$ cat src/hw/ttl_bus_pkg.sv
`default_nettype none

package ttl_bus_pkg;

   //////////////////////////////
   // Bus widths
   //////////////////////////////

   localparam int DATA_W = 8;     // Internal bus width
   localparam int ADDR_W = 3;     // Up to eight 574s
   localparam int OP_W   = 2;
   localparam int JK_W   = 4;     // Two flags, J and K each

   typedef logic [DATA_W-1:0] data_t;   // One bus word
   typedef logic [ADDR_W-1:0] addr_t;   // Register select
   typedef logic [OP_W-1:0]   op_t;     // Operation code

   // Flag control, top bit down: j1 k1 j2 k2
   typedef logic [JK_W-1:0]   jk_t;

   //////////////////////////////
   // Operation codes
   //////////////////////////////

   localparam op_t OP_WRITE = 2'd0;   // Store a byte
   localparam op_t OP_READ  = 2'd1;   // Fetch a byte
   localparam op_t OP_FLAG  = 2'd2;   // Clock the JK pair
   // Code 3 reserved, behaves as a read of register 0

   // Arbiter sequencing
   typedef enum logic [1:0] {
      IDLE,    // Waiting for a request
      EXEC,    // Bus strobe out
      RESP     // Response to client
   } arb_state_t;

endpackage

`default_nettype wire

$ cat src/hw/octal_reg_bank.sv
`timescale 1ns/1ps
`default_nettype none

// Bank of 74x574 style octal registers
// Tristate /OE replaced by a registered read mux
module octal_reg_bank #(
   parameter int REG_COUNT = 4              // 1 to 8 chips
) (
   input  wire                      clk,
   input  wire                      rst,    // Active low
   input  wire                      wr_en,  // Load addressed register
   input  wire                      rd_en,  // Capture addressed register
   input  wire ttl_bus_pkg::addr_t  addr,
   input  wire ttl_bus_pkg::data_t  wdata,
   output ttl_bus_pkg::data_t       rdata
);

   ttl_bus_pkg::data_t regs [REG_COUNT];    // The 574s themselves
   ttl_bus_pkg::data_t rd_sel;              // Selected chip output

   //////////////////////////////
   // Write side
   //////////////////////////////

   always_ff @(posedge clk) begin
      if (!rst) begin
         for (int i = 0; i < REG_COUNT; i++) begin
            regs[i] <= '0;
         end
      end else if (wr_en) begin
         // Out of range address hits no chip
         for (int i = 0; i < REG_COUNT; i++) begin
            if (addr == ttl_bus_pkg::addr_t'(i)) regs[i] <= wdata;
         end
      end
   end

   //////////////////////////////
   // Read side
   //////////////////////////////

   always_comb begin
      rd_sel = '0;                          // Nothing enabled reads 0
      for (int i = 0; i < REG_COUNT; i++) begin
         if (addr == ttl_bus_pkg::addr_t'(i)) rd_sel = regs[i];
      end
   end

   // Output latch stands in for /OE
   always_ff @(posedge clk) begin
      if (rd_en) rdata <= rd_sel;
   end

endmodule

`default_nettype wire

$ cat src/hw/jk_flag_pair.sv
`timescale 1ns/1ps
`default_nettype none

// Two 74x112 style JK flops, clocked on the rising edge
module jk_flag_pair (
   input  wire                    clk,
   input  wire                    rst,     // Active low, clears q
   input  wire                    jk_en,   // Clock enable for both flops
   input  wire ttl_bus_pkg::jk_t  jk,      // j1 k1 j2 k2
   output logic [1:0]             q,       // Bit 0 is flag 1
   output logic [1:0]             qn       // Complement, own register
);

   logic [1:0] j;
   logic [1:0] k;
   logic [1:0] q_next;

   // Unpack the control nibble
   assign j = {jk[1], jk[3]};
   assign k = {jk[0], jk[2]};

   //////////////////////////////
   // JK truth table
   //////////////////////////////

   always_comb begin
      for (int i = 0; i < 2; i++) begin
         case ({j[i], k[i]})
            2'b01:   q_next[i] = 1'b0;     // Clear
            2'b10:   q_next[i] = 1'b1;     // Set
            2'b11:   q_next[i] = ~q[i];    // Toggle
            default: q_next[i] = q[i];     // Hold
         endcase
      end
   end

   always_ff @(posedge clk) begin
      if (!rst) begin
         q  <= 2'b00;
         qn <= 2'b11;                      // Chip in reset: /Q high
      end else if (jk_en) begin
         q  <= q_next;
         qn <= ~q_next;
      end
   end

endmodule

`default_nettype wire

$ cat src/hw/bus_target.sv
`timescale 1ns/1ps
`default_nettype none

// Bus decode for the register bank and the flag pair
module bus_target #(
   parameter int REG_COUNT = 4
) (
   input  wire                      clk,
   input  wire                      rst,
   input  wire                      bus_go,     // One cycle strobe
   input  wire ttl_bus_pkg::op_t    bus_op,
   input  wire ttl_bus_pkg::addr_t  bus_addr,
   input  wire ttl_bus_pkg::data_t  bus_wdata,
   output ttl_bus_pkg::data_t       bus_rdata   // Valid the cycle after bus_go
);

   logic                bank_wr;
   logic                bank_rd;
   logic                jk_en;
   ttl_bus_pkg::addr_t  bank_addr;
   ttl_bus_pkg::data_t  bank_rdata;
   ttl_bus_pkg::data_t  echo_q;       // Write response word
   ttl_bus_pkg::op_t    last_op;      // Op issued with the last strobe
   logic [1:0]          q;
   logic [1:0]          qn;

   //////////////////////////////
   // Strobe decode
   //////////////////////////////

   assign bank_wr = bus_go && (bus_op == ttl_bus_pkg::OP_WRITE);
   assign jk_en   = bus_go && (bus_op == ttl_bus_pkg::OP_FLAG);
   // Read and the reserved code both read
   assign bank_rd = bus_go && !bank_wr && !jk_en;
   // Reserved code always lands on register 0
   assign bank_addr = (bus_op == ttl_bus_pkg::OP_READ || bus_op == ttl_bus_pkg::OP_WRITE)
                      ? bus_addr : '0;

   always_ff @(posedge clk) begin
      if (!rst) last_op <= ttl_bus_pkg::OP_READ;
      else if (bus_go) last_op <= bus_op;
   end

   // Echo only what actually landed in a chip
   always_ff @(posedge clk) begin
      if (bank_wr) echo_q <= (int'(bus_addr) < REG_COUNT) ? bus_wdata : '0;
   end

   octal_reg_bank #(.REG_COUNT(REG_COUNT)) u_bank (
      .clk(clk), .rst(rst), .wr_en(bank_wr), .rd_en(bank_rd),
      .addr(bank_addr), .wdata(bus_wdata), .rdata(bank_rdata)
   );

   jk_flag_pair u_flags (
      .clk(clk), .rst(rst), .jk_en(jk_en), .jk(bus_wdata[3:0]), .q(q), .qn(qn)
   );

   // Response mux with the nibble as qn2 q2 qn1 q1
   always_comb begin
      case (last_op)
         ttl_bus_pkg::OP_WRITE: bus_rdata = echo_q;
         ttl_bus_pkg::OP_FLAG:  bus_rdata = {4'b0000, qn[1], q[1], qn[0], q[0]};
         default:               bus_rdata = bank_rdata;
      endcase
   end

endmodule

`default_nettype wire

$ cat src/hw/bus_arbiter.sv
`timescale 1ns/1ps
`default_nettype none

// Round robin between two clients, one transaction in flight
module bus_arbiter (
   input  wire                      clk,
   input  wire                      rst,
   // Client A
   input  wire                      a_req_valid,
   output logic                     a_req_ready,
   input  wire ttl_bus_pkg::op_t    a_op,
   input  wire ttl_bus_pkg::addr_t  a_addr,
   input  wire ttl_bus_pkg::data_t  a_wdata,
   output logic                     a_rsp_valid,
   input  wire                      a_rsp_ready,
   output ttl_bus_pkg::data_t       a_rsp_data,
   // Client B
   input  wire                      b_req_valid,
   output logic                     b_req_ready,
   input  wire ttl_bus_pkg::op_t    b_op,
   input  wire ttl_bus_pkg::addr_t  b_addr,
   input  wire ttl_bus_pkg::data_t  b_wdata,
   output logic                     b_rsp_valid,
   input  wire                      b_rsp_ready,
   output ttl_bus_pkg::data_t       b_rsp_data,
   // Internal bus
   output logic                     bus_go,
   output ttl_bus_pkg::op_t         bus_op,
   output ttl_bus_pkg::addr_t       bus_addr,
   output ttl_bus_pkg::data_t       bus_wdata,
   input  wire ttl_bus_pkg::data_t  bus_rdata
);

   ttl_bus_pkg::arb_state_t state;
   logic                last_b;       // B won the last grant
   logic                rsp_valid;    // Response word loaded
   logic                rsp_ready;    // From the granted client
   logic                pick_a;
   logic                pick_b;
   ttl_bus_pkg::data_t  rsp_word;

   //////////////////////////////
   // Grant
   //////////////////////////////

   // On a tie the loser of last round goes
   assign pick_a = (state == ttl_bus_pkg::IDLE) && a_req_valid && (!b_req_valid || last_b);
   assign pick_b = (state == ttl_bus_pkg::IDLE) && b_req_valid && !pick_a;
   assign a_req_ready = pick_a;
   assign b_req_ready = pick_b;
   assign rsp_ready = last_b ? b_rsp_ready : a_rsp_ready;

   always_ff @(posedge clk) begin
      if (!rst) begin
         state     <= ttl_bus_pkg::IDLE;
         last_b    <= 1'b1;                 // A first after reset
         rsp_valid <= 1'b0;
      end else begin
         case (state)
            ttl_bus_pkg::IDLE: if (pick_a || pick_b) begin
               state  <= ttl_bus_pkg::EXEC;
               last_b <= pick_b;
            end
            ttl_bus_pkg::EXEC: state <= ttl_bus_pkg::RESP;
            ttl_bus_pkg::RESP: if (!rsp_valid) begin
               rsp_valid <= 1'b1;          // Target data now settled
            end else if (rsp_ready) begin
               rsp_valid <= 1'b0;
               state     <= ttl_bus_pkg::IDLE;
            end
            default: state <= ttl_bus_pkg::IDLE;
         endcase
      end
   end

   // Request and response payload
   always_ff @(posedge clk) begin
      if (pick_a) {bus_op, bus_addr, bus_wdata} <= {a_op, a_addr, a_wdata};
      if (pick_b) {bus_op, bus_addr, bus_wdata} <= {b_op, b_addr, b_wdata};
      if (state == ttl_bus_pkg::RESP && !rsp_valid) rsp_word <= bus_rdata;
   end

   assign bus_go = (state == ttl_bus_pkg::EXEC);

   // Steer to the granted side only
   assign a_rsp_valid = rsp_valid && !last_b;
   assign b_rsp_valid = rsp_valid && last_b;
   assign a_rsp_data  = a_rsp_valid ? rsp_word : '0;
   assign b_rsp_data  = b_rsp_valid ? rsp_word : '0;

endmodule

`default_nettype wire

$ cat src/hw/ttl_bus_top.sv
`timescale 1ns/1ps
`default_nettype none

// Two clients, one arbiter, one target
module ttl_bus_top #(
   parameter int REG_COUNT = 4              // Number of 574s, 1 to 8
) (
   input  wire                      clk,
   input  wire                      rst,
   // Client A
   input  wire                      a_req_valid,
   output logic                     a_req_ready,
   input  wire ttl_bus_pkg::op_t    a_op,
   input  wire ttl_bus_pkg::addr_t  a_addr,
   input  wire ttl_bus_pkg::data_t  a_wdata,
   output logic                     a_rsp_valid,
   input  wire                      a_rsp_ready,
   output ttl_bus_pkg::data_t       a_rsp_data,
   // Client B
   input  wire                      b_req_valid,
   output logic                     b_req_ready,
   input  wire ttl_bus_pkg::op_t    b_op,
   input  wire ttl_bus_pkg::addr_t  b_addr,
   input  wire ttl_bus_pkg::data_t  b_wdata,
   output logic                     b_rsp_valid,
   input  wire                      b_rsp_ready,
   output ttl_bus_pkg::data_t       b_rsp_data
);

   //////////////////////////////
   // Internal bus
   //////////////////////////////

   logic                bus_go;       // Strobe, EXEC only
   ttl_bus_pkg::op_t    bus_op;
   ttl_bus_pkg::addr_t  bus_addr;
   ttl_bus_pkg::data_t  bus_wdata;
   ttl_bus_pkg::data_t  bus_rdata;    // Back from the target

   bus_arbiter u_arb (
      .clk(clk), .rst(rst),
      .a_req_valid(a_req_valid), .a_req_ready(a_req_ready),
      .a_op(a_op), .a_addr(a_addr), .a_wdata(a_wdata),
      .a_rsp_valid(a_rsp_valid), .a_rsp_ready(a_rsp_ready), .a_rsp_data(a_rsp_data),
      .b_req_valid(b_req_valid), .b_req_ready(b_req_ready),
      .b_op(b_op), .b_addr(b_addr), .b_wdata(b_wdata),
      .b_rsp_valid(b_rsp_valid), .b_rsp_ready(b_rsp_ready), .b_rsp_data(b_rsp_data),
      .bus_go(bus_go), .bus_op(bus_op), .bus_addr(bus_addr),
      .bus_wdata(bus_wdata), .bus_rdata(bus_rdata)
   );

   // Bank and flags behind the bus
   bus_target #(.REG_COUNT(REG_COUNT)) u_target (
      .clk(clk), .rst(rst),
      .bus_go(bus_go), .bus_op(bus_op), .bus_addr(bus_addr),
      .bus_wdata(bus_wdata), .bus_rdata(bus_rdata)
   );

endmodule

`default_nettype wire

$ cat config.mk
export PLATFORM = sky130hd
export DESIGN_NAME = ttl_bus_top
export DESIGN_NICKNAME = d
export VERILOG_FILES = /design/src/hw/ttl_bus_pkg.sv /design/src/hw/octal_reg_bank.sv /design/src/hw/jk_flag_pair.sv /design/src/hw/bus_target.sv /design/src/hw/bus_arbiter.sv /design/src/hw/ttl_bus_top.sv
export SDC_FILE = /design/constraint.sdc
export NUM_CORES = 1
export LEC_CHECK = 0
export ABC_AREA = 1
export BUFFER_PORTS_ARGS = -buffer_cell sky130_fd_sc_hd__buf_2
export CAP_MARGIN = 20
export CORE_UTILIZATION = 47
export DETAILED_ROUTE_END_ITERATION = 6
export MAX_ROUTING_LAYER = met4
export PLACE_DENSITY = 0.8
export SLEW_MARGIN = 25
export SYNTH_ARGS = -nofsm -noshare
export SYNTH_HDL_FRONTEND = slang
export SYNTH_SLANG_ARGS = --single-unit
$ cat constraint.sdc
create_clock -name clk -period 1.53 [get_ports clk]
set_clock_uncertainty 0.1 [all_clocks]
set_input_delay 0.3825 -clock clk [delete_from_list [all_inputs] [get_ports clk]]
set_output_delay 0.3825 -clock clk [all_outputs]
set_load 0.02 [all_outputs]
==> results of run 1 <==
## timing repair
| item | 4_1_cts | 5_1_grt |
|---|---|---|
| pin swaps | 6 | 7 |
| buffers inserted | 12 | 2 |
| setup endpoints to repair | 20 | 93 |
| gates resized for setup | 67 | 23 |
| cloned | 0 | 1 |
## path summary, 6_finish.rpt
kind | from | endpoint | slack [ns]
worst min-delay path | b_wdata[1] | u_arb.bus_wdata[1] | 0.19
worst max register to register | u_arb.bus_op[0] | u_target.u_bank.regs[0][5] | 0.07
worst min register to register | u_target.u_flags.qn[0] | u_target.u_flags.qn[0] | 0.40
worst max-delay path | u_arb.state[1] | b_req_ready | -0.16
## synth_stat cells (3+ instances only)
library cell and number:
nand4_1 9, a21oi_1 4, nor2_4 7, o21ai_0 3, nand3_4 3, a22o_1 4
buf_2 3, inv_2 7, inv_1 28, nand2_1 76, nand2_2 3, buf_6 3
edfxtp_1 69, nand3_1 44, nor2_1 69, dfxtp_1 10
## per-stage QoR
stage | hold slack [ns] | instances | area [um2] | util | TNS, ns
after detailed placement | 0.384 | 511 | 4060 | 0.556 | 0
after global placement | 0.375 | 511 | 4060 | 0.556 | 0
after global routing | 0.197 | 539 | 4680 | 0.641 | -2.99
final | 0.191 | 539 | 4680 | 0.641 | -1.80
after CTS | 0.186 | 539 | 4580 | 0.629 | -1.29
after floorplan | 0.342 | 352 | 3600 | - | -0.363
## flip-flops by register name, summed over array words and instances, names as in the netlist
register,flops
u_arb.bus_wdata,8
u_target.last_op,2
u_arb.last_b,1
u_arb.bus_addr,3
u_target.echo_q,8
u_target.u_flags.qn,2
u_arb.bus_op,2
u_target.u_bank.rdata,8
u_target.u_bank.regs,32
u_arb.state,2
u_arb.rsp_valid,1
u_target.u_flags.q,2
u_arb.rsp_word,8
## cells by family after synthesis
| logic type | count (synthesis) |
|---|---|
| buffers and inverters | 43 |
| and+or+nand+nor | 216 |
| AOI/OAI and AO/OA | 14 |
| DFF | 79 |
## cells in the final DEF, fill, tap and decap left out, types with 14 or more instances in the layout
cell type  instances
edfxtp_1          69
nand2_1           65
nor2_1            54
nand3_1           43
buf_4             32
buf_2             31
inv_1             26
buf_6             15
nor2_4            14
## layer usage
metal,part of all wire,wire length (um),GRT usage
met4,0.018,142,0.101
met5,0,0,-
met1,0.40,3060,0.220
met2,0.55,4230,0.393
met3,0.040,307,0.0351
## final cells by class
type	count	area [um2]
inverter	35	139
clock inverter	7	97.6
sequential	79	2280
clock buffer	9	124
fill	579	2620
timing repair buffer	80	609
multi-input combinational	230	1300
tap	99	124
## critical path: cells and delay by family (launching register included)
kind                   cells  cell delay (ns)
AND/OR/NAND/NOR            3             0.28
buffers and inverters      3             0.25
flip-flops                 1             0.33
## where the power goes
part	internal (mW)	total, mW	switching [mW]
combinational	0.370	0.980	0.610
sequential	2.54	2.64	0.0992
clock	0.920	1.69	0.771
==> out/qor.yml, run 1 <==
status: "finished, violations left"
violations: "setup timing"
synthAdderAreaFrac: 0
ios: 52
synthMuxAreaShare: 0
cp.required_ns: 1.05
worstSetupPathType: "reg -> out"
dpl_worst_slack_ns: 0.0198
synth_edf_count: 69
rsz0062_at_grt: "true"
min_path_cells: 3
yosys.area_share.simple: 0.286
synth_area_um2: 3580
critPathLaunchType: "flop"
powerDensity_nw_per_um2: 1140
tightestPinTransition_ns: 0.516
ir_drop_mv: 0.545
synth_cell_type_count: 25
cts_hold_buf: 0
max_stage_delay_ns: 0.33
path_clk_slew_ns: 0.08
maxSlewHeadroom: 0.655
worstPathCellList: "inv_2 -> nand2_2 -> nor2_4 -> nand2_4 -> inv_4 -> buf_6"
antenna_found_initial: 0
critPathMaxFanout: 4
grt_usage: 0.213
fin_crit_ns: 1.69
drtIter0Drc: 152
insertion_delay_ns: 0.35
power_leakage_nw: 1.97
syn_inst: 352
hold_violations: 0
io_buffers: 51
final_net_count: 467
core_area_um2: 7290
synth_top_area_frac: 0.579
totalWireLength_um: 7740
synth.largest_area_cell: "edfxtp_1"
antenna_left: 0
dieHeight_um: 89.3
drc: 0
yosys.area_share.xor_xnor: 0
antenna-diode-count: 0
vias: 2724
cts-root-buf: "clkbuf_8"
finalSetupViolCount: 20
ys_seq_area_frac: 0.635
synth_flop_cell: "edfxtp_1"
synth.avg_cell_area_um2: 10.2
cts_buffers: 9
grt_overflow_total: 0
place_hpwl_um: 5370
die_w_um: 89.3
drv_cap: 0
yosys_warnings: 0
drive_gt1_frac: 0.350
wire_per_inst_um: 14.4
syn_nets: 384
crit_slowest_cell: "dfxtp_2"
setup_ws_ns: -0.161
max_freq_mhz: 591
ys_ff_latch: 79
synth_area_leaders: "edfxtp_1 58%, nand2_1 8.0%, nor2_1 7.2%"
worstHoldPathType: "in -> reg"
timing.final.crit_share: 1.10
cts_buffer_depth: 2
drv_slew: 0
routabilityCongestion: 0.830
grt_start_max_net_pins: 17
async_flop_share: 0
cts_sinks: 79
grt_pass1_vias: 2728
p_total_mw: 5.31
synth_top_family_by_area: "simple AND/OR/NAND/NOR gates"
end_kind: "output pin"
synth-compound-area-share: 0.0255
rr_worst_depth: 5
start_util: 0.491
area_growth_pct: 30.7
cts_tree: "built"
firstDrtPassIters: 4
grt_pass1_wl_um: 11900
num_rows: 31
cts_max_level: 3
worstPathArrival_ns: 1.21
die_area_um2: 7970
routed_via_density: 5.05
No activity file was read; power rests on OpenSTA's default activity.
==> inputs of run 2 (changes only) <==
--- a/config.mk
+++ b/config.mk
@@ -8,10 +8,10 @@
 export ABC_AREA = 1
 export BUFFER_PORTS_ARGS = -buffer_cell sky130_fd_sc_hd__buf_2
 export CAP_MARGIN = 20
-export CORE_UTILIZATION = 47
+export CORE_UTILIZATION = 51
 export DETAILED_ROUTE_END_ITERATION = 6
 export MAX_ROUTING_LAYER = met4
-export PLACE_DENSITY = 0.8
+export PLACE_DENSITY = 0.85
 export SLEW_MARGIN = 25
 export SYNTH_ARGS = -nofsm -noshare
 export SYNTH_HDL_FRONTEND = slang
==> run 2 against run 1 <==
Cell count shrank 1.1%. Largest power group unchanged. Global-route usage grew 2.5 points. Setup slack lost 0.043 ns. Non-clock buffer count shrank 4. Maximum frequency shrank 2.5%. Wire length grew 1.3%. The flow finishes with violations (DRC, setup timing). Sequential power is essentially flat. Register-to-register slack is essentially flat. Sequential share of layout area grew 1.5 points.
==> out/qor.yml, run 2 (synthesis gave the netlist of run 1 again) <==
ios: 52
regMostFlops: "u_target.u_bank.regs"
num_rows: 30
powerDensity_nw_per_um2: 1100
totalWireLength_um: 7840
rr_worst_depth: 6
cts_tree: "built"
end_kind: "output pin"
dieHeight_um: 85.8
worstHoldPathType: "in -> reg"
setup_ws_ns: -0.204
cts_max_level: 3
drtIter0Drc: 213
grt_usage: 0.238
worstPathArrival_ns: 1.25
dp_cells: 508
core_area_um2: 6790
nFillCells: 492
vias: 2750
status: "finished, violations left"
antenna_left: 0
r2r_start: "u_arb.bus_addr[1]"
final_net_count: 464
fin_crit_ns: 1.73
grt_overflow_total: 0
largest_reg_flops: 32
cp-endpoint: "b_rsp_data[6]"
grt_pass1_vias: 2696
path_clk_slew_ns: 0.08
final_common_cell: "edfxtp_1"
r2r-end: "u_target.u_bank.rdata[0]"
routabilityCongestion: 0.864
finalSetupViolCount: 20
tightestPinTransition_ns: 0.450
hold_violations: 0
min_path_cells: 3
mostFrequentLayoutCells: "69 x edfxtp_1, 68 x nand2_1, 61 x nor2_1"
ir_drop_mv: 0.759
die_w_um: 85.8
hold_start: "b_wdata[7]"
cp.required_ns: 1.05
regArea_um2: 2280
drv_slew: 0
max_freq_mhz: 577
cts_hold_buf: 0
final_cells: 533
rsz0062_at_grt: "true"
multiInputGateArea_um2: 1260
grt_start_max_net_pins: 17
worstSetupPathType: "reg -> out"
ff2ff_setup_slack_ns: 0.06
io_buffers: 51
place_hpwl_um: 5590
die_area_um2: 7360
cts-root-buf: "clkbuf_8"
drv_cap: 0
dpl_worst_slack_ns: 0.0362
drive_gt1_frac: 0.323
timing.final.crit_share: 1.13
violations: "DRC, setup timing"
area_growth_pct: 26.7
cts_buffers: 9
routed_via_density: 5.16
maxSlewHeadroom: 0.699
cts_sinks: 79
wire_per_inst_um: 14.7
critPathMaxFanout: 9
drc: 2
start_util: 0.527
critPathLaunchType: "flop"
grt_pass1_wl_um: 12600
power_leakage_nw: 1.90
antenna_found_initial: 0
insertion_delay_ns: 0.36
antenna-diode-count: 0
crit_path_start: "u_arb.rsp_valid"
cts_buffer_depth: 2
firstDrtPassIters: 6
==> run 2: power by group <==
group / switching, mW / internal [mW]
clock: 0.806 / 0.604
combinational: 0.603 / 0.344
sequential: 0.0958 / 2.54
==> run 2: layout make-up <==
class,instances,share of cell area
Clock buffer,9,0.0273
Tap cell,96,0.0265
Clock inverter,7,0.0124
Timing Repair Buffer,76,0.123
Inverter,35,0.0301
Sequential cell,79,0.503
Multi-Input combinational cell,231,0.277
==> run 2: through the flow <==
stage                     total power [mW]  utilization  cell area [um2]  TNS (ns)  hold slack, ns
after floorplan                       3.18            -             3600    -0.363           0.342
after CTS                             4.97        0.648             4410     -3.26           0.173
after detailed placement              3.49        0.596             4050         0           0.390
after global placement                3.43        0.596             4050         0           0.376
after global routing                  5.23        0.667             4530     -4.09           0.184
final                                 5.00        0.667             4530     -3.19           0.188
==> run 2: worst min-delay path by stage <==
stage	slack, ns	end
after global routing	0.18	u_arb.bus_wdata[2]
after global placement	0.38	u_target.u_flags.qn[0]
after CTS	0.17	u_arb.bus_wdata[7]
after detailed placement	0.39	u_target.u_flags.qn[0]
final	0.19	u_arb.bus_wdata[7]
after floorplan	0.34	u_target.u_flags.qn[0]
==> run 2: layer usage <==
layer | part of all wire | wire length (um) | GRT usage | up-vias
met3 | 0.048 | 376 | 0.0423 | 12
li1 | - | - | - | 1336
met2 | 0.55 | 4350 | 0.441 | 88
met1 | 0.38 | 2970 | 0.252 | 1314
met5 | 0 | 0 | - | -
met4 | 0.018 | 144 | 0.0939 | 0
==> run 2: what timing repair did <==
action	4_1_cts	5_1_grt
pin swaps	4	6
buffers inserted	5	4
resized for setup	38	25
setup endpoints to repair	21	61
gates cloned	1	0
==> run 2: critical path, cell delays in order (launching register included) <==
cell	delay (ns)
dfxtp_4	0.43
nand2_2	0.14
nor2_1	0.16
buf_4	0.16
==> inputs of run 3 (changes only) <==
--- a/config.mk
+++ b/config.mk
@@ -9,9 +9,12 @@
 export BUFFER_PORTS_ARGS = -buffer_cell sky130_fd_sc_hd__buf_2
 export CAP_MARGIN = 20
 export CORE_UTILIZATION = 51
+export CTS_CLUSTER_SIZE = 16
 export DETAILED_ROUTE_END_ITERATION = 6
 export MAX_ROUTING_LAYER = met4
 export PLACE_DENSITY = 0.85
+export RECOVER_POWER = 100
+export SETUP_SLACK_MARGIN = 0.4
 export SLEW_MARGIN = 25
 export SYNTH_ARGS = -nofsm -noshare
 export SYNTH_HDL_FRONTEND = slang
==> run 3 against run 2 <==
The flow finishes with violations (setup timing). Highest routed layer unchanged. Flip-flop and latch count stayed put. Setup slack improved by 0.028 ns. Largest cell class unchanged. Clock-buffer cell count increased by 3.
==> out/qor.yml, run 3 (synthesis gave the netlist of run 1 again) <==
regMostFlops: "u_target.u_bank.regs"
die_w_um: 85.8
num_rows: 30
setup_ws_ns: -0.176
routabilityCongestion: 0.895
final_net_count: 475
mostFrequentLayoutCells: "69 x edfxtp_1, 37 x buf_6, 34 x nor2_4"
totalWireLength_um: 10800
ios: 52
antenna-diode-count: 0
worstPathArrival_ns: 1.22
place_hpwl_um: 5760
grt_overflow_total: 0
rsz0062_at_grt: "true"
drv_cap: 0
worstHoldPathType: "in -> reg"
path_clk_slew_ns: 0.08
violations: "setup timing"
fin_crit_ns: 1.71
cts_sinks: 79
crit_slowest_cell: "dfxtp_4"
die_area_um2: 7360
end_kind: "output pin"
routed_via_density: 5.73
grt_pass1_wl_um: 14500
post-route-cell-area_um2: 5380
antenna_left: 0
ir_drop_mv: 0.949
drv_slew: 0
wire_per_inst_um: 19.8
maxSlewHeadroom: 0.683
cts_tree: "built"
drive_gt1_frac: 0.563
drc: 0
dieHeight_um: 85.8
cp_num_buf_inv: 3
worstPathCellList: "inv_6 -> nand2_4 -> nand4_1 -> inv_2 -> buf_6"
finalSetupViolCount: 33
grt_pass1_vias: 3078
vias: 3117
powerDensity_nw_per_um2: 1020
core_area_um2: 6790
critPathTopFamily: "flip-flops"
cts_buffers: 9
tightestPinTransition_ns: 0.475
fin_setup_tns_ns: -2.56
cts_max_level: 3
power_leakage_nw: 2.13
timing.final.crit_share: 1.11
hold_violations: 0
nFillCells: 365
start_util: 0.527
status: "finished, violations left"
cts-root-buf: "clkbuf_8"
drtIter0Drc: 261
worstSetupPathType: "reg -> out"
max_freq_mhz: 586
max_stage_delay_ns: 0.41
final_util: 0.792
critPathLaunchType: "flop"
cts_buffer_depth: 2
grt_usage: 0.276
firstDrtPassIters: 5
io_buffers: 51
placed_cell_area_um2: 4290
grt_start_max_net_pins: 17
final_common_cell: "edfxtp_1"
critPathMaxFanout: 3
insertion_delay_ns: 0.36
antenna_found_initial: 0
largest_reg_flops: 32
area_growth_pct: 50.3
cp.required_ns: 1.05
run 3: cell types whose count changed in the layout (fill, tap and decap cells not counted), sizes merged:
cell,delta
buf,+11
clkbuf,+3
clkinv,+7
clkinvlp,-4
inv,-6
run 3: cell type report:
cell class	instances	area, um2	area share
tap	96	120	0.0223
timing repair buffer	87	812	0.151
clock buffer	12	135	0.0251
clock inverter	4	22.5	0.00419
sequential	79	2290	0.425
inverter	35	166	0.0309
multi-input combinational	231	1840	0.342
run 3: where the power goes:
part / total (mW) / internal [mW] / switching [mW]
sequential: 2.68 / 2.55 / 0.129
clock: 1.32 / 0.583 / 0.738
combinational: 1.51 / 0.581 / 0.934
run 3: metrics by stage:
stage          total power [mW]  std cells  hold WS [ns]  worst slack [ns]
2_1_floorplan              3.30        352         0.342           -0.0438
5_1_grt                    5.67        544         0.209            -0.202
3_5_place_dp               3.58        505         0.364           0.00344
3_3_place_gp               3.54        505         0.366            0.0123
4_1_cts                    5.20        538         0.193            -0.165
6_report                   5.51        544         0.194            -0.176
run 3: repair_timing:
item | 4_1_cts | 5_1_grt
hold buffers | 0 | 0
pin swaps | 40 | 27
gates resized for setup | 127 | 70
buffers inserted | 16 | 5
hold endpoints to repair | 0 | 0
gates cloned | 1 | 1
endpoints found under the setup margin | 155 | 155
run 3: worst register-to-register path, stage by stage (launching register included):
cell and delay [ns]:
edfxtp_1 0.50, inv_2 0.19, nand2_8 0.09, nor2_4 0.16
nand2_2 0.09, nand2_4 0.13
run 3: path summary, 6_finish.rpt:
check	from	endpoint	slack, ns	cells after the start
worst max-delay path	u_arb.last_b	a_req_ready	-0.18	5
worst min-delay path	a_addr[0]	u_arb.bus_addr[0]	0.19	3
worst max register to register	u_arb.bus_addr[2]	u_target.u_bank.regs[3][5]	-0.03	5
worst min register to register	u_target.u_flags.qn[0]	u_target.u_flags.qn[0]	0.38	2
run 3: per-layer routing:
metal | global-route usage | part of all wire | routed length (um)
met2 | 0.489 | 0.53 | 5690
met1 | 0.281 | 0.35 | 3750
met4 | 0.183 | 0.052 | 558
met3 | 0.0443 | 0.071 | 765
met5 | - | 0 | 0
